[config.mk]
export PLATFORM = sky130hd
export DESIGN_NAME = overlay_pipeline
export DESIGN_NICKNAME = d
export VERILOG_FILES = /design/src/logic/video_pkg.sv /design/src/logic/overlay_cfg_pkg.sv /design/src/logic/overlay_cfg_port.sv /design/src/logic/fg_addr_gen.sv /design/src/logic/pixel_compositor.sv /design/src/logic/overlay_pipeline.sv
export SDC_FILE = /design/constraint.sdc
export NUM_CORES = 1
export LEC_CHECK = 0
export BUFFER_PORTS_ARGS = -buffer_cell sky130_fd_sc_hd__buf_4
export CAP_MARGIN = 20
export CORE_AREA = 3 3 160 162
export CTS_CLUSTER_SIZE = 14
export DETAILED_ROUTE_END_ITERATION = 16
export DIE_AREA = 0 0 163 165
export PLACE_DENSITY = 0.91
export REMOVE_ABC_BUFFERS = 1
export SLEW_MARGIN = 20
export SYNTH_ARGS = -nofsm -noshare
export SYNTH_HDL_FRONTEND = slang
export SYNTH_SLANG_ARGS = --single-unit
[constraint.sdc]
create_clock -name clk -period 6.88 [get_ports clk]
set_input_delay 0.688 -clock clk [delete_from_list [all_inputs] [get_ports clk]]
set_output_delay 0.688 -clock clk [all_outputs]
set_load 0.01 [all_outputs]
[src/logic/video_pkg.sv]
`default_nettype none

// Pixel format and raster geometry shared by the whole video path
package video_pkg;

    // RGB565 colour channels
    typedef logic [4:0] r_chan_t;
    typedef logic [5:0] g_chan_t;
    typedef logic [4:0] b_chan_t;

    // One RGB565 pixel, red in the top bits
    typedef logic [15:0] pixel_t;

    // Unsigned screen coordinate
    typedef logic [10:0] coord_t;

    // Signed coordinate in foreground space, also used for offsets
    typedef logic signed [11:0] scoord_t;

    // Visible raster
    localparam int RES_X = 800;
    localparam int RES_Y = 600;

    // Stored foreground image
    localparam int FG_WIDTH  = 256;
    localparam int FG_HEIGHT = 128;

endpackage

`default_nettype wire

[src/logic/overlay_cfg_pkg.sv]
`default_nettype none

// Overlay settings as seen by the host, plus pipeline timing
package overlay_cfg_pkg;

    typedef enum logic [1:0] {
        MODE_BG        = 2'd0, // Background only
        MODE_KEY       = 2'd1, // Chroma key
        MODE_BLEND     = 2'd2, // Opacity blend
        MODE_KEY_BLEND = 2'd3  // Blend where foreground is not key colour
    } overlay_mode_t;

    typedef logic [1:0]  fg_scale_t;  // Magnification is 2**scale
    typedef logic [3:0]  opacity_t;   // Eighths, 0 to 8
    typedef logic [3:0]  cfg_addr_t;
    typedef logic [15:0] cfg_data_t;

    // Host register map
    localparam cfg_addr_t REG_MODE        = 4'd0;
    localparam cfg_addr_t REG_SCALE       = 4'd1;
    localparam cfg_addr_t REG_OFFSET_X    = 4'd2;
    localparam cfg_addr_t REG_OFFSET_Y    = 4'd3;
    localparam cfg_addr_t REG_OPACITY     = 4'd4;
    localparam cfg_addr_t REG_CLIP_LEFT   = 4'd5;
    localparam cfg_addr_t REG_CLIP_RIGHT  = 4'd6;
    localparam cfg_addr_t REG_CLIP_TOP    = 4'd7;
    localparam cfg_addr_t REG_CLIP_BOTTOM = 4'd8;
    localparam cfg_addr_t REG_KEY_COLOR   = 4'd9;

    // Pipeline timing, counted in edges from the pixel input
    localparam int ADDR_LATENCY  = 1;
    localparam int FETCH_LATENCY = 3;
    localparam int OUT_LATENCY   = 4;

    localparam int OPACITY_SHIFT = 3;
    localparam opacity_t OPACITY_FULL = opacity_t'(1 << OPACITY_SHIFT);

endpackage

`default_nettype wire

[src/logic/overlay_cfg_port.sv]
`default_nettype none

module overlay_cfg_port (
    input  wire                               clk,
    input  wire                               rst,
    input  wire                               cfg_req,
    input  wire overlay_cfg_pkg::cfg_addr_t   cfg_addr,
    input  wire overlay_cfg_pkg::cfg_data_t   cfg_data,
    output logic                              cfg_ack,
    output overlay_cfg_pkg::overlay_mode_t    mode,
    output overlay_cfg_pkg::fg_scale_t        scale,
    output video_pkg::scoord_t                offset_x,
    output video_pkg::scoord_t                offset_y,
    output overlay_cfg_pkg::opacity_t         opacity,
    output video_pkg::coord_t                 clip_left,
    output video_pkg::coord_t                 clip_right,
    output video_pkg::coord_t                 clip_top,
    output video_pkg::coord_t                 clip_bottom,
    output video_pkg::pixel_t                 key_color
);
    typedef enum logic {
        IDLE,
        ACKED
    } port_state_t;

    port_state_t state;
    logic        wr_en;

    // One write per request, taken on the first cycle req is seen
    assign wr_en   = (state == IDLE) && cfg_req;
    assign cfg_ack = (state == ACKED);

    always_ff @(posedge clk)
    begin
        if (rst)
        begin
            state <= IDLE;
        end
        else
        begin
            case (state)
                IDLE:    if (cfg_req) state <= ACKED;
                ACKED:   if (!cfg_req) state <= IDLE;  // Wait for host to drop req
                default: state <= IDLE;
            endcase
        end
    end

    always_ff @(posedge clk)
    begin
        if (rst)
        begin
            mode        <= overlay_cfg_pkg::MODE_BG;
            scale       <= '0;
            offset_x    <= '0;
            offset_y    <= '0;
            opacity     <= overlay_cfg_pkg::OPACITY_FULL;
            clip_left   <= '0;
            clip_right  <= video_pkg::coord_t'(video_pkg::RES_X);  // Full raster
            clip_top    <= '0;
            clip_bottom <= video_pkg::coord_t'(video_pkg::RES_Y);
            key_color   <= '0;
        end
        else if (wr_en)
        begin
            case (cfg_addr)
                overlay_cfg_pkg::REG_MODE:     mode <= overlay_cfg_pkg::overlay_mode_t'(cfg_data[1:0]);
                overlay_cfg_pkg::REG_SCALE:    scale <= cfg_data[1:0];
                overlay_cfg_pkg::REG_OFFSET_X: offset_x <= cfg_data[11:0];
                overlay_cfg_pkg::REG_OFFSET_Y: offset_y <= cfg_data[11:0];
                overlay_cfg_pkg::REG_OPACITY:
                begin
                    // Saturate so the blend never sees more than full opacity
                    if (cfg_data > overlay_cfg_pkg::cfg_data_t'(overlay_cfg_pkg::OPACITY_FULL))
                        opacity <= overlay_cfg_pkg::OPACITY_FULL;
                    else
                        opacity <= cfg_data[3:0];
                end
                overlay_cfg_pkg::REG_CLIP_LEFT:   clip_left <= cfg_data[10:0];
                overlay_cfg_pkg::REG_CLIP_RIGHT:  clip_right <= cfg_data[10:0];
                overlay_cfg_pkg::REG_CLIP_TOP:    clip_top <= cfg_data[10:0];
                overlay_cfg_pkg::REG_CLIP_BOTTOM: clip_bottom <= cfg_data[10:0];
                overlay_cfg_pkg::REG_KEY_COLOR:   key_color <= cfg_data;
                default: ;  // Unknown index, acked and dropped
            endcase
        end
    end

    // Ack may only rise in answer to a pending request
    ack_follows_req: assert property (
        @(posedge clk) disable iff (rst)
        $rose(cfg_ack) |-> $past(cfg_req)
    );

endmodule

`default_nettype wire

[src/logic/fg_addr_gen.sv]
`default_nettype none

module fg_addr_gen (
    input  wire                          clk,
    input  wire                          rst,
    input  wire video_pkg::coord_t       pixel_x,
    input  wire video_pkg::coord_t       pixel_y,
    input  wire                          output_enable,
    input  wire overlay_cfg_pkg::fg_scale_t scale,
    input  wire video_pkg::scoord_t      offset_x,
    input  wire video_pkg::scoord_t      offset_y,
    input  wire video_pkg::coord_t       clip_left,
    input  wire video_pkg::coord_t       clip_right,
    input  wire video_pkg::coord_t       clip_top,
    input  wire video_pkg::coord_t       clip_bottom,
    output video_pkg::scoord_t           fg_req_x,
    output video_pkg::scoord_t           fg_req_y,
    output logic                         fg_req_active
);
    video_pkg::scoord_t rel_x;
    video_pkg::scoord_t rel_y;
    video_pkg::scoord_t fg_x;
    video_pkg::scoord_t fg_y;
    logic               in_image;
    logic               in_clip;

    // Screen position relative to the foreground origin
    assign rel_x = video_pkg::scoord_t'({1'b0, pixel_x}) - offset_x;
    assign rel_y = video_pkg::scoord_t'({1'b0, pixel_y}) - offset_y;

    // Magnification, keeps the sign for pixels left of or above the image
    assign fg_x = rel_x >>> scale;
    assign fg_y = rel_y >>> scale;

    assign in_image = !fg_x[11] && (fg_x < video_pkg::scoord_t'(video_pkg::FG_WIDTH))
                   && !fg_y[11] && (fg_y < video_pkg::scoord_t'(video_pkg::FG_HEIGHT));

    // Clip window is half open on the right and bottom
    assign in_clip = (pixel_x >= clip_left) && (pixel_x < clip_right)
                  && (pixel_y >= clip_top) && (pixel_y < clip_bottom);

    always_ff @(posedge clk)
    begin
        if (rst)
            fg_req_active <= 1'b0;
        else
            fg_req_active <= output_enable && in_image && in_clip;
    end

    always_ff @(posedge clk)
    begin
        fg_req_x <= fg_x;
        fg_req_y <= fg_y;
    end

    // Memory is never asked for a location outside the stored image
    req_inside_image: assert property (
        @(posedge clk) disable iff (rst)
        fg_req_active |->
            !fg_req_x[11] && (fg_req_x < video_pkg::scoord_t'(video_pkg::FG_WIDTH))
            && !fg_req_y[11] && (fg_req_y < video_pkg::scoord_t'(video_pkg::FG_HEIGHT))
    );

endmodule

`default_nettype wire

[src/logic/pixel_compositor.sv]
`default_nettype none

module pixel_compositor (
    input  wire                              clk,
    input  wire                              rst,
    input  wire video_pkg::pixel_t           bg_pixel,
    input  wire video_pkg::pixel_t           fg_pixel,
    input  wire                              fg_skip,
    input  wire video_pkg::coord_t           pixel_x,
    input  wire video_pkg::coord_t           pixel_y,
    input  wire                              output_enable,
    input  wire overlay_cfg_pkg::overlay_mode_t mode,
    input  wire overlay_cfg_pkg::opacity_t   opacity,
    input  wire video_pkg::pixel_t           key_color,
    output video_pkg::pixel_t                pixel_out,
    output video_pkg::coord_t                pixel_x_out,
    output video_pkg::coord_t                pixel_y_out
);
    // Per-channel weighted mix, sized for the widest (green) channel
    function automatic video_pkg::g_chan_t blend_chan(
        input video_pkg::g_chan_t        fg,
        input video_pkg::g_chan_t        bg,
        input overlay_cfg_pkg::opacity_t op
    );
        logic [9:0] sum;
        sum = fg * op + bg * (overlay_cfg_pkg::OPACITY_FULL - op);
        return video_pkg::g_chan_t'(sum >> overlay_cfg_pkg::OPACITY_SHIFT);
    endfunction

    video_pkg::r_chan_t fg_r, bg_r, mix_r;
    video_pkg::g_chan_t fg_g, bg_g, mix_g;
    video_pkg::b_chan_t fg_b, bg_b, mix_b;
    video_pkg::g_chan_t mix_r_wide;
    video_pkg::g_chan_t mix_b_wide;

    logic              fg_visible;
    video_pkg::pixel_t keyed;
    video_pkg::pixel_t blended;
    video_pkg::pixel_t mixed;

    assign {fg_r, fg_g, fg_b} = fg_pixel;
    assign {bg_r, bg_g, bg_b} = bg_pixel;

    // Foreground shows only when fetched and not the key colour
    assign fg_visible = !fg_skip && (fg_pixel != key_color);
    assign keyed      = fg_visible ? fg_pixel : bg_pixel;

    assign mix_r_wide = blend_chan({1'b0, fg_r}, {1'b0, bg_r}, opacity);
    assign mix_g      = blend_chan(fg_g, bg_g, opacity);
    assign mix_b_wide = blend_chan({1'b0, fg_b}, {1'b0, bg_b}, opacity);
    assign mix_r      = mix_r_wide[4:0];  // Top bit is always zero here
    assign mix_b      = mix_b_wide[4:0];

    assign blended = fg_skip ? bg_pixel : {mix_r, mix_g, mix_b};

    always_comb
    begin
        case (mode)
            overlay_cfg_pkg::MODE_KEY:       mixed = keyed;
            overlay_cfg_pkg::MODE_BLEND:     mixed = blended;
            overlay_cfg_pkg::MODE_KEY_BLEND: mixed = fg_visible ? blended : bg_pixel;
            default:                         mixed = bg_pixel;
        endcase
    end

    // Output register, blanked to black outside the active area
    always_ff @(posedge clk)
    begin
        if (rst)
            pixel_out <= '0;
        else
            pixel_out <= output_enable ? mixed : '0;
    end

    always_ff @(posedge clk)
    begin
        pixel_x_out <= pixel_x;
        pixel_y_out <= pixel_y;
    end

    blank_is_black: assert property (
        @(posedge clk) disable iff (rst)
        !output_enable |=> (pixel_out == '0)
    );

endmodule

`default_nettype wire

[src/logic/overlay_pipeline.sv]
`default_nettype none

module overlay_pipeline (
    input  wire                             clk,
    input  wire                             rst,
    // Host register port
    input  wire                             cfg_req,
    input  wire overlay_cfg_pkg::cfg_addr_t cfg_addr,
    input  wire overlay_cfg_pkg::cfg_data_t cfg_data,
    output logic                            cfg_ack,
    // Background stream, one pixel per clock
    input  wire video_pkg::coord_t          pixel_x,
    input  wire video_pkg::coord_t          pixel_y,
    input  wire video_pkg::pixel_t          bg_pixel,
    input  wire                             output_enable,
    // Foreground memory
    output video_pkg::scoord_t              fg_req_x,
    output video_pkg::scoord_t              fg_req_y,
    output logic                            fg_req_active,
    input  wire video_pkg::pixel_t          fg_pixel,
    input  wire                             fg_skip,
    // Composited output
    output video_pkg::pixel_t               pixel_out,
    output video_pkg::coord_t               pixel_x_out,
    output video_pkg::coord_t               pixel_y_out
);
    localparam int DLY = overlay_cfg_pkg::FETCH_LATENCY;

    overlay_cfg_pkg::overlay_mode_t mode;
    overlay_cfg_pkg::fg_scale_t     scale;
    video_pkg::scoord_t             offset_x;
    video_pkg::scoord_t             offset_y;
    overlay_cfg_pkg::opacity_t      opacity;
    video_pkg::coord_t              clip_left;
    video_pkg::coord_t              clip_right;
    video_pkg::coord_t              clip_top;
    video_pkg::coord_t              clip_bottom;
    video_pkg::pixel_t              key_color;

    // Background side waits here while the foreground fetch is in flight
    video_pkg::pixel_t bg_dly [DLY];
    video_pkg::coord_t x_dly  [DLY];
    video_pkg::coord_t y_dly  [DLY];
    logic [DLY-1:0]    oe_dly;

    overlay_cfg_port i_cfg_port (
        .clk         (clk),
        .rst         (rst),
        .cfg_req     (cfg_req),
        .cfg_addr    (cfg_addr),
        .cfg_data    (cfg_data),
        .cfg_ack     (cfg_ack),
        .mode        (mode),
        .scale       (scale),
        .offset_x    (offset_x),
        .offset_y    (offset_y),
        .opacity     (opacity),
        .clip_left   (clip_left),
        .clip_right  (clip_right),
        .clip_top    (clip_top),
        .clip_bottom (clip_bottom),
        .key_color   (key_color)
    );

    fg_addr_gen i_addr_gen (
        .clk           (clk),
        .rst           (rst),
        .pixel_x       (pixel_x),
        .pixel_y       (pixel_y),
        .output_enable (output_enable),
        .scale         (scale),
        .offset_x      (offset_x),
        .offset_y      (offset_y),
        .clip_left     (clip_left),
        .clip_right    (clip_right),
        .clip_top      (clip_top),
        .clip_bottom   (clip_bottom),
        .fg_req_x      (fg_req_x),
        .fg_req_y      (fg_req_y),
        .fg_req_active (fg_req_active)
    );

    always_ff @(posedge clk)
    begin
        bg_dly[0] <= bg_pixel;
        x_dly[0]  <= pixel_x;
        y_dly[0]  <= pixel_y;
        for (int i = 1; i < DLY; i++)
        begin
            bg_dly[i] <= bg_dly[i-1];
            x_dly[i]  <= x_dly[i-1];
            y_dly[i]  <= y_dly[i-1];
        end
    end

    // Enable starts low so nothing shows before real pixels arrive
    always_ff @(posedge clk)
    begin
        if (rst)
            oe_dly <= '0;
        else
            oe_dly <= {oe_dly[DLY-2:0], output_enable};
    end

    pixel_compositor i_compositor (
        .clk           (clk),
        .rst           (rst),
        .bg_pixel      (bg_dly[DLY-1]),
        .fg_pixel      (fg_pixel),
        .fg_skip       (fg_skip),
        .pixel_x       (x_dly[DLY-1]),
        .pixel_y       (y_dly[DLY-1]),
        .output_enable (oe_dly[DLY-1]),
        .mode          (mode),
        .opacity       (opacity),
        .key_color     (key_color),
        .pixel_out     (pixel_out),
        .pixel_x_out   (pixel_x_out),
        .pixel_y_out   (pixel_y_out)
    );

    // Coordinates leave exactly OUT_LATENCY cycles after they enter
    coord_alignment: assert property (
        @(posedge clk) disable iff (rst)
        !$isunknown($past(pixel_x, overlay_cfg_pkg::OUT_LATENCY)) |->
            pixel_x_out == $past(pixel_x, overlay_cfg_pkg::OUT_LATENCY)
    );

endmodule

`default_nettype wire

==> metrics.cfg, run 1 <==
[outcome]
status = complete, no violations

[worst_setup_path]
critPathMaxFanout = 27
cp.required_ns = 7.35
r2r-end = i_compositor.pixel_out[10]$_SDFF_PP0_
r2r-start = i_cfg_port.opacity[0]$_SDFFE_PP0P_
cp_slowest_stage_delay_ns = 0.53
cpMostUsedCell = inv_1
r2r_cells = 24
cp-end-kind = flop
ff2ff_setup_slack_ns = 0.77
worstPathArrival_ns = 6.58
cp_top_family = adder cells
critical_path_class = reg -> reg
crit_slowest_cell = fa_1
cp-start-kind = flop
cp_num_buf_inv = 7
path_cells = buf_4, inv_1, ha_1, xnor2_1, buf_4, and2_1, ha_1, xnor2_1, ha_1, inv_1, fa_1, inv_1, fa_1, inv_1, fa_1, inv_1, ha_1, nand4_1, o211ai_1, or4_1, a31oi_1, xnor2_1, mux2_2, a31oi_1

[cts]
clockBufferDepth = 3
numClockSinks = 273
clk_latency_ns = 0.54
cts_hold_buf = 0
cts_tree = built
h-tree-depth = 1
cts_resized = 0
path_clk_slew_ns = 0.06
postCtsSetupRepairBufs = 0
cts_made_buffers = 28
root_buffer = clkbuf_16

[synth]
yosys_register_bits = 273
avgSynthCellArea_um2 = 9.59
syn-cell-area_um2 = 14600
yosysTopAreaCell = dfxtp_1
yosys_warnings = 0
synthCells = 1519
synthArstFlopShare_pct = 0
synthDistinctLibCells = 60
synth_area_leaders = dfxtp_1 38%, fa_1 12%, ha_1 10%
synth_ff_type = dfxtp_1
seq_area_frac_synth_pct = 37.5
synth.top_cell.area_share_pct = 37.5
synth_edf_count = 0

[placed_design]
gp_congestion = 0.929
port_buffers = 142
hpwl_mm = 27.0
placed_area_um2 = 15900

[die]
core-area_um2 = 24200
rows = 57
dieArea_um2 = 26900
io-pin-count = 143
start_util_pct = 60.1
die_h_um = 165
die_w_um = 163

[finish]
syn2layout_area_growth_pct = 15.7
finish.utilization_pct = 69.5
fin_nets = 1925
final_cell_mix = 273 x dfxtp_1, 181 x inv_1, 155 x buf_4
nFillCells = 1688
layout_commonest_cell = dfxtp_1
final_area_um2 = 16800
multi_input_area_um2 = 8190
drive_above_1_share_pct = 12.8
register_area_um2 = 5470
antenna_cells = 0

[timing]
fin_skew_ns = 0.00941
holdWs_ns = 0.254
slew_headroom_pct = 31.8
drv_slew = 0
rsz0062_at_grt = no
hold_violations = 0
fin_crit_sh_pct = 88.9
fin_setup_tns_ns = 0
setup_viol = 0
worst_slew_pin_slew_ns = 1.02
period_needed_ns = 6.11
max_freq_ghz = 0.164

[global_route]
grt_max_degree = 99
grt_pass1_wl_mm = 59.6
grt_util_all_layers_pct = 27.6
gr-total-overflow = 0
grt_antenna_before_repair = 1
grt_pass1_vias = 11915

[power_and_ir_drop]
finalPower_mw = 3.59
powerDensity_nw_per_um2 = 213
pwr-share-seq_pct = 46.9
power_switching_mw = 0.855
comb_power_share_pct = 10.4
clock_power_share_pct = 42.7
peakVddDrop_v = 0.000220
p_leak_nw = 7.87
netSwitchingFraction_pct = 23.8
internal-power_mw = 2.73

[min_path]
hold_path_depth = 1
worstHoldEndpoint = bg_dly[0][5]$_DFF_P_
min_from = bg_pixel[5]
hp-class = in -> reg

[detailed_routing]
num_vias = 11508
drt_iter0_drc = 1191
wire_per_inst_um = 18.8
vias_per_cell = 5.80
drc = 0
routed_wl_mm = 37.3
drtAntennaViolNets = 0
firstDrtPassIters = 5

[job]
maxCapViolations = 0

-- logic make-up after synthesis --
family | count (synthesis) | share of synthesized area [%]
adder cells (fa/ha/maj) | 204 | 22.0
buffers and inverters | 243 | 6.27
XOR/XNOR | 77 | 4.73
flip-flops | 273 | 37.5
AND/OR/NAND/NOR | 411 | 12.9
AO/OA/AOI/OAI | 208 | 9.43
multiplexers | 103 | 7.22
-- per-layer routing --
layer | vias to the layer above | global-route usage, % | share of wire (%) | wire length [µm]
met1 | 5430 | 34.9 | 37 | 14000
met4 | 2 | 12.2 | 4.7 | 1750
met3 | 171 | 6.25 | 11 | 4150
met5 | - | 0 | 0.032 | 12
met2 | 685 | 45.6 | 47 | 17400
li1 | 5220 | - | - | -
-- how the worst max path moves through the flow --
| stage | to | startpoint | slack, ns | depth (start not counted) |
|---|---|---|---|---|
| after global placement | i_compositor.pixel_out[10]$_SDFF_PP0_ | i_cfg_port.opacity[0]$_SDFFE_PP0P_ | 0.98 | 22 |
| after floorplan | i_compositor.pixel_out[10]$_SDFF_PP0_ | i_cfg_port.opacity[0]$_SDFFE_PP0P_ | 0.76 | 20 |
| after CTS | i_compositor.pixel_out[10]$_SDFF_PP0_ | i_cfg_port.opacity[0]$_SDFFE_PP0P_ | 0.79 | 24 |
| final | i_compositor.pixel_out[10]$_SDFF_PP0_ | i_cfg_port.opacity[0]$_SDFFE_PP0P_ | 0.77 | 24 |
| after detailed placement | i_compositor.pixel_out[10]$_SDFF_PP0_ | i_cfg_port.opacity[0]$_SDFFE_PP0P_ | 0.82 | 24 |
| after global routing | i_compositor.pixel_out[10]$_SDFF_PP0_ | i_cfg_port.opacity[0]$_SDFFE_PP0P_ | 0.51 | 24 |
-- state kept, by name, summed over array words and instances, names as in the netlist, 12 cells and up --
| signal | cells |
|---|---|
| i_cfg_port.offset_x | 12 |
| i_addr_gen.fg_req_y | 12 |
| x_dly | 33 |
| i_addr_gen.fg_req_x | 12 |
| bg_dly | 48 |
| i_cfg_port.key_color | 16 |
| y_dly | 33 |
| i_cfg_port.offset_y | 12 |
| i_compositor.pixel_out | 16 |
-- cells in the mapped netlist, types with 3 or more instances --
library cell and instances:
a211o_1 3, o21ai_0 28, nand2b_1 3, o21a_1 17, ha_1 118, xnor2_1 43, a31o_2 3, clkbuf_1 55
mux2_2 6, and2_1 63, o21bai_1 3, inv_1 181, a31oi_1 9, nor2b_1 15, o221ai_1 4, and3_1 6
or3_1 3, nand2_1 140, buf_1 6, a21o_1 8, a211oi_1 7, nor3_1 11, nand3_1 12, dfxtp_1 273
nand4_1 7, nor4_1 9, fa_1 86, a2111oi_0 5, a311o_1 7, nor2_1 135, xor2_1 33, o2111ai_1 4
a21oi_1 77, a22oi_1 4, o211ai_1 11, mux2i_1 96
-- per-stage QoR --
stage,setup WS (ns),std cells
floorplan,0.758,1457
CTS,0.786,1984
global route,0.514,1984
detailed placement,0.818,1936
global placement,0.976,1936
finish,0.767,1984
-- power by group through the flow --
stage	Clock (mW)	Sequential (mW)	Combinational [mW]
after floorplan	0	1.72	0.177
after global placement	0	1.71	0.348
after detailed placement	0	1.72	0.359
after CTS	1.55	1.68	0.366
after global routing	1.61	1.69	0.404
final	1.53	1.68	0.374
-- area by class of cell --
| cell class | instances | share of cell area [%] |
|---|---|---|
| Sequential cell | 273 | 32.4 |
| Tap cell | 324 | 2.41 |
| Inverter | 181 | 4.03 |
| Multi-Input combinational cell | 1003 | 48.6 |
| Clock inverter | 11 | 0.869 |
| Clock buffer | 37 | 4.72 |
| Timing Repair Buffer | 155 | 6.91 |
Note: power is estimated with default switching activity, not from simulation.
==> inputs of run 2 (changes only) <==
- ABC_AREA: unset -> 1
- CORE_AREA: 3 3 160 162 -> 3 3 161 163
- DIE_AREA: 0 0 163 165 -> 0 0 164 166
==> metrics.cfg, run 2 <==
[detailed_routing]
num_vias = 12523  ; +8.8%
drt_iter0_drc = 1231  ; +3.4%
vias_per_cell = 5.62  ; -3.2%
routed_wl_mm = 40.1  ; +7.4%
drtAntennaViolNets = 0  ; unchanged
firstDrtPassIters = 6  ; +1
drc = 0  ; unchanged
wire_per_inst_um = 18.0  ; -4.4%

[timing]
drv_slew = 0  ; unchanged
setup_viol = 0  ; unchanged
slew_headroom_pct = 36.3  ; +4.5 points
rsz0062_at_grt = no
fin_skew_ns = 0.0119  ; +0.00245 ns
fin_crit_sh_pct = 87.7  ; -1.1 points
fin_setup_tns_ns = 0  ; unchanged
period_needed_ns = 6.04  ; -0.0776 ns
worst_slew_pin_slew_ns = 0.952  ; -0.0706 ns
hold_violations = 0  ; unchanged
max_freq_ghz = 0.166  ; +1.3%

[synth]
synth_most_common_cell = inv_1
synth.top_cell.area_share_pct = 37.1  ; -0.40 points
yosys_warnings = 0  ; unchanged
synth_ff_type = dfxtp_1
synth_area_leaders = dfxtp_1 37%, fa_1 12%, ha_1 10%
synthCells = 1760  ; +16%
synthArstFlopShare_pct = 0  ; unchanged
synth_common_cells = 327 x inv_1, 276 x nand2_1, 273 x dfxtp_1
yosysTopAreaCell = dfxtp_1
avgSynthCellArea_um2 = 8.36  ; -13%
yosys_register_bits = 273  ; unchanged
seq_area_frac_synth_pct = 37.1  ; -0.40 points
syn-cell-area_um2 = 14700  ; +1.1%
synth_edf_count = 0  ; unchanged
synthDistinctLibCells = 53  ; -12%

[cts]
clockBufferDepth = 3  ; unchanged
path_clk_slew_ns = 0.07  ; about the same
clk_latency_ns = 0.57  ; +0.03 ns
numClockSinks = 273  ; unchanged
cts_resized = 0  ; unchanged
h-tree-depth = 1  ; unchanged
root_buffer = clkbuf_16
postCtsSetupRepairBufs = 0  ; unchanged
cts_made_buffers = 28  ; unchanged
cts_tree = built
cts_hold_buf = 0  ; unchanged

[finish]
syn2layout_area_growth_pct = 15.0
reg_top3 = bg_dly x48, x_dly x33, y_dly x33
final_cell_mix = 327 x inv_1, 276 x nand2_1, 273 x dfxtp_1
top_register = bg_dly
drive_above_1_share_pct = 11.8  ; -1.0 points
final_cell_count_no_fill = 2230  ; +12%
largest_reg_flops = 48  ; unchanged
finish.utilization_pct = 69.2  ; -0.26 points
antenna_cells = 0  ; unchanged
layout_commonest_cell = inv_1
fin_nets = 2169  ; +13%

[power_and_ir_drop]
peakVddDrop_v = 0.000272  ; +24%
p_leak_nw = 8.18  ; +4.0%
powerDensity_nw_per_um2 = 225  ; +5.7%

[global_route]
grt_pass1_vias = 12736  ; +6.9%
grt_max_degree = 87  ; -12%
grt_util_all_layers_pct = 29.5  ; +1.9 points
grt_antenna_before_repair = 0  ; -1
grt_pass1_wl_mm = 64.3  ; +7.9%
gr-total-overflow = 0  ; unchanged

[worst_setup_path]
cp-end-kind = flop
critical_path_class = reg -> reg
cp.required_ns = 7.32  ; -0.03 ns
critPathMaxFanout = 10  ; -63%
worstPathArrival_ns = 6.48  ; -0.10 ns
cp-start-kind = flop

[placed_design]
dp_cells = 2180  ; +13%
hpwl_mm = 29.2  ; +7.9%
port_buffers = 142  ; unchanged
gp_congestion = 0.962  ; +3.5%

[job]
maxCapViolations = 0  ; unchanged

[outcome]
status = complete, no violations

[min_path]
hp-class = in -> reg

[die]
rows = 57  ; unchanged
core-area_um2 = 24500  ; +0.88%
dieArea_um2 = 27200  ; +1.2%
die_w_um = 164  ; +0.61%
die_h_um = 166  ; +0.61%
io-pin-count = 143  ; unchanged
start_util_pct = 60.2  ; +0.11 points

[run 2: logic make-up after synthesis]
| logic type | after synthesis | synth area share [%] |
|---|---|---|
| flops | 273 | 37.1 |
| mux | 9 | 0.612 |
| fa+ha+maj | 204 | 21.7 |
| simple gates | 459 | 12.9 |
| xor+xnor | 66 | 3.93 |
| buf+inv | 399 | 10.4 |
| compound gates | 350 | 13.3 |
[run 2: area by class of cell]
cell class              count  area (µm²)
clock buffers              34         753
clock inverters            16         154
fillers                  1880        7530
inverters                 345        1300
multi-input cells        1088        7720
flip-flops and latches    273        5470
well taps                 324         405
repair buffers            150        1130
[run 2: final timing paths]
path                                           start                               endpoint  slack [ns]  depth (start not counted)
hold reg to reg                  x_dly[2][1]$_DFF_P_    i_compositor.pixel_x_out[1]$_DFF_P_        0.32                          0
setup reg to reg  i_cfg_port.opacity[0]$_SDFFE_PP0P_  i_compositor.pixel_out[10]$_SDFF_PP0_        0.84                         24
setup / recovery  i_cfg_port.opacity[0]$_SDFFE_PP0P_  i_compositor.pixel_out[10]$_SDFF_PP0_        0.84                         24
hold / removal                          bg_pixel[15]                  bg_dly[0][15]$_DFF_P_        0.23                          1
[run 2: per-stage QoR]
| stage | total power, mW | instance area [µm²] | hold slack [ns] | worst slack (ns) |
|---|---|---|---|---|
| final | 3.81 | 16900 | 0.231 | 0.844 |
| after global routing | 3.98 | 16900 | 0.201 | 0.480 |
| after CTS | 3.82 | 16900 | 0.208 | 0.910 |
| after detailed placement | 2.34 | 16000 | 0.312 | 0.928 |
| after global placement | 2.31 | 16000 | 0.309 | 1.17 |
| after floorplan | 2.10 | 14500 | 0.310 | 1.11 |
[run 2: power by group]
part           internal (mW)  switching (mW)
clock network          0.826           0.660
logic                  0.248           0.383
registers               1.66          0.0355
[run 2: per-layer routing]
layer,track usage (%),vias up,wire [µm]
li1,-,5838,-
met1,38.3,5828,15600
met2,47.7,688,18200
met3,6.06,169,4160
met4,12.9,0,2060
met5,0,-,0
[run 2: worst max-delay path, cell delays in order (launching register included)]
cell and delay [ns]:
dfxtp_1 0.33, inv_1 0.08, ha_1 0.26, xnor2_1 0.56, clkinv_1 0.55, nor2_1 0.22
ha_1 0.25, inv_1 0.08, o21bai_1 0.10, fa_1 0.56, fa_1 0.44, fa_1 0.54
inv_1 0.06, fa_1 0.54, inv_1 0.04, ha_1 0.32, nand2_1 0.10, a21oi_1 0.08
or2_1 0.24, nand2_1 0.09, nand2_1 0.06, nand2_1 0.08, nand3_1 0.09, a21oi_1 0.16
a21oi_1 0.08
==> inputs of run 3 (changes only) <==
- clock period: 6.88 -> 5.9 ns (I/O delays scaled with it)
==> metrics.cfg, run 3 (synthesis results as in run 2) <==
[cts]
path_clk_slew_ns = 0.07  ; about the same
cts_made_buffers = 28  ; unchanged
postCtsSetupRepairBufs = 0  ; unchanged
cts_tree = built
h-tree-depth = 1  ; unchanged
numClockSinks = 273  ; unchanged
clockBufferDepth = 3  ; unchanged
root_buffer = clkbuf_16
cts_resized = 0  ; unchanged
cts_hold_buf = 0  ; unchanged
clk_latency_ns = 0.57  ; about the same

[worst_setup_path]
r2r_cells = 28  ; +17%
worstPathArrival_ns = 6.04  ; -0.44 ns
crit_slowest_cell = fa_1
critical_path_class = reg -> reg
cp.required_ns = 6.33  ; -0.99 ns
cp-start-kind = flop
cp-end-kind = flop
critPathMaxFanout = 5  ; -5
r2r-end = i_compositor.pixel_out[10]$_SDFF_PP0_
startpoint = i_cfg_port.opacity[0]$_SDFFE_PP0P_
cp_slowest_stage_delay_ns = 0.53  ; -0.03 ns
r2r-start = i_cfg_port.opacity[0]$_SDFFE_PP0P_
ff2ff_setup_slack_ns = 0.29  ; -0.55 ns
cp-endpoint = i_compositor.pixel_out[10]$_SDFF_PP0_

[detailed_routing]
routed_wl_mm = 40.2  ; +0.28%
drc = 0  ; unchanged
firstDrtPassIters = 6  ; unchanged
wire_per_inst_um = 18.0  ; about the same
vias_per_cell = 5.61  ; -0.15%
num_vias = 12532  ; +0.072%
drtAntennaViolNets = 0  ; unchanged
drt_iter0_drc = 1234  ; +0.24%

[timing]
rsz0062_at_grt = no
setup_viol = 0  ; unchanged
worst_slew_pin_slew_ns = 1.09  ; +0.133 ns
slew_headroom_pct = 27.4  ; -8.9 points
holdWs_ns = 0.125  ; -0.105 ns
fin_skew_ns = 0.0282  ; +0.0163 ns
drv_slew = 0  ; unchanged
hold_violations = 0  ; unchanged
fin_setup_tns_ns = 0  ; unchanged
max_freq_ghz = 0.178  ; +7.6%
period_needed_ns = 5.61  ; -0.427 ns
fin_crit_sh_pct = 95.1  ; +7.3 points
timing.final.ws_setup_ns = 0.291  ; -0.553 ns

[placed_design]
placed_area_um2 = 16000  ; +0.14%
preCtsSetupSlack_ns = 0.431  ; -0.497 ns
port_buffers = 142  ; unchanged
gp_congestion = 0.945  ; -1.7%
hpwl_mm = 29.3  ; +0.34%

[global_route]
grt_antenna_before_repair = 1  ; +1
grt_util_all_layers_pct = 29.3  ; -0.22 points
grt_pass1_vias = 12778  ; +0.33%
grt_pass1_wl_mm = 64.1  ; -0.31%
gr-total-overflow = 0  ; unchanged
grt_max_degree = 87  ; unchanged

[finish]
final_cell_mix = 327 x inv_1, 276 x nand2_1, 273 x dfxtp_1
syn2layout_area_growth_pct = 16.4
fin_nets = 2172  ; +0.14%
drive_above_1_share_pct = 11.9  ; +0.13 points
top_register = bg_dly
finish.utilization_pct = 70.0  ; +0.84 points
final_area_um2 = 17100  ; +1.2%
layout_commonest_cell = inv_1
reg_top3 = bg_dly x48, x_dly x33, y_dly x33
largest_reg_flops = 48  ; unchanged

[die]
dieArea_um2 = 27200  ; unchanged
die_w_um = 164  ; unchanged
core-area_um2 = 24500  ; unchanged
rows = 57  ; unchanged
die_h_um = 166  ; unchanged
start_util_pct = 60.2  ; unchanged
io-pin-count = 143  ; unchanged

[power_and_ir_drop]
internal-power_mw = 3.51  ; +28%
peakVddDrop_v = 0.000326  ; +20%
clock_power_share_pct = 42.9  ; +3.9 points
comb_power_share_pct = 15.5  ; -1.1 points
pwr-share-seq_pct = 41.5  ; -2.9 points
p_leak_nw = 8.27  ; +1.1%
power_switching_mw = 1.24  ; +15%
netSwitchingFraction_pct = 26.2  ; -2.1 points
powerDensity_nw_per_um2 = 277  ; +23%

[outcome]
status = complete, no violations

[job]
maxCapViolations = 0  ; unchanged

[min_path]
hp-class = in -> reg

run 3: cell count changes in the layout (fill, tap and decap cells not counted):
cell / previous run / this run
bufinv_16: 1 / 8
clkinvlp_4: 2 / 3
clkinv_4: 3 / 0
clkinv_2: 7 / 2
diode_2: 0 / 1
clkbuf_8: 3 / 5
inv_6: 2 / 0
buf_4: 150 / 153
clkbuf_1: 3 / 4
run 3: how the worst min path moves through the flow:
stage	from	endpoint	slack, ns	depth (start not counted)
2_1_floorplan	bg_dly[0][0]$_DFF_P_	bg_dly[0][16]$_DFF_P_	0.31	0
3_3_place_gp	x_dly[0][10]$_DFF_P_	x_dly[1][10]$_DFF_P_	0.31	0
3_5_place_dp	bg_dly[0][12]$_DFF_P_	bg_dly[0][28]$_DFF_P_	0.31	0
4_1_cts	bg_pixel[13]	bg_dly[0][13]$_DFF_P_	0.11	1
5_1_grt	bg_pixel[12]	bg_dly[0][12]$_DFF_P_	0.11	1
6_report	bg_pixel[3]	bg_dly[0][3]$_DFF_P_	0.13	1
run 3: final cells by class:
class / count / area [µm²]
Sequential cell: 273 / 5470
Clock inverter: 14 / 303
Fill cell: 1798 / 7330
Inverter: 345 / 1300
Antenna cell: 1 / 2.50
Clock buffer: 37 / 785
Multi-Input combinational cell: 1088 / 7720
Timing Repair Buffer: 153 / 1150
Tap cell: 324 / 405
run 3: per-stage QoR:
stage / total power, mW / cells
after floorplan: 2.45 / 1706
after global placement: 2.70 / 2183
after detailed placement: 2.73 / 2183
after CTS: 4.76 / 2234
after global routing: 4.94 / 2235
final: 4.75 / 2235
run 3: power by group through the flow:
stage               logic [mW]  registers, mW  clock network, mW
floorplan                0.428           2.02                  0
global placement         0.688           2.01                  0
detailed placement       0.716           2.01                  0
CTS                      0.728           1.97               2.06
global route             0.824           1.98               2.13
finish                   0.739           1.97               2.04
run 3: worst max-delay path: cells and delay by family (launching register included):
family                   cells  cell delay, ns
flip-flops                   1            0.34
adder cells (fa/ha/maj)      7            2.68
buffers and inverters        7            0.68
AND/OR/NAND/NOR              9            0.95
AO/OA/AOI/OAI                3            0.28
XOR/XNOR                     2            0.52
run 3: metal layers:
metal | track usage [%] | vias to the layer above | wire [µm]
met5 | 0 | - | 0
met4 | 12.5 | 0 | 1980
met3 | 5.61 | 164 | 3950
met2 | 47.9 | 642 | 18600
met1 | 37.9 | 5870 | 15700
li1 | - | 5856 | -
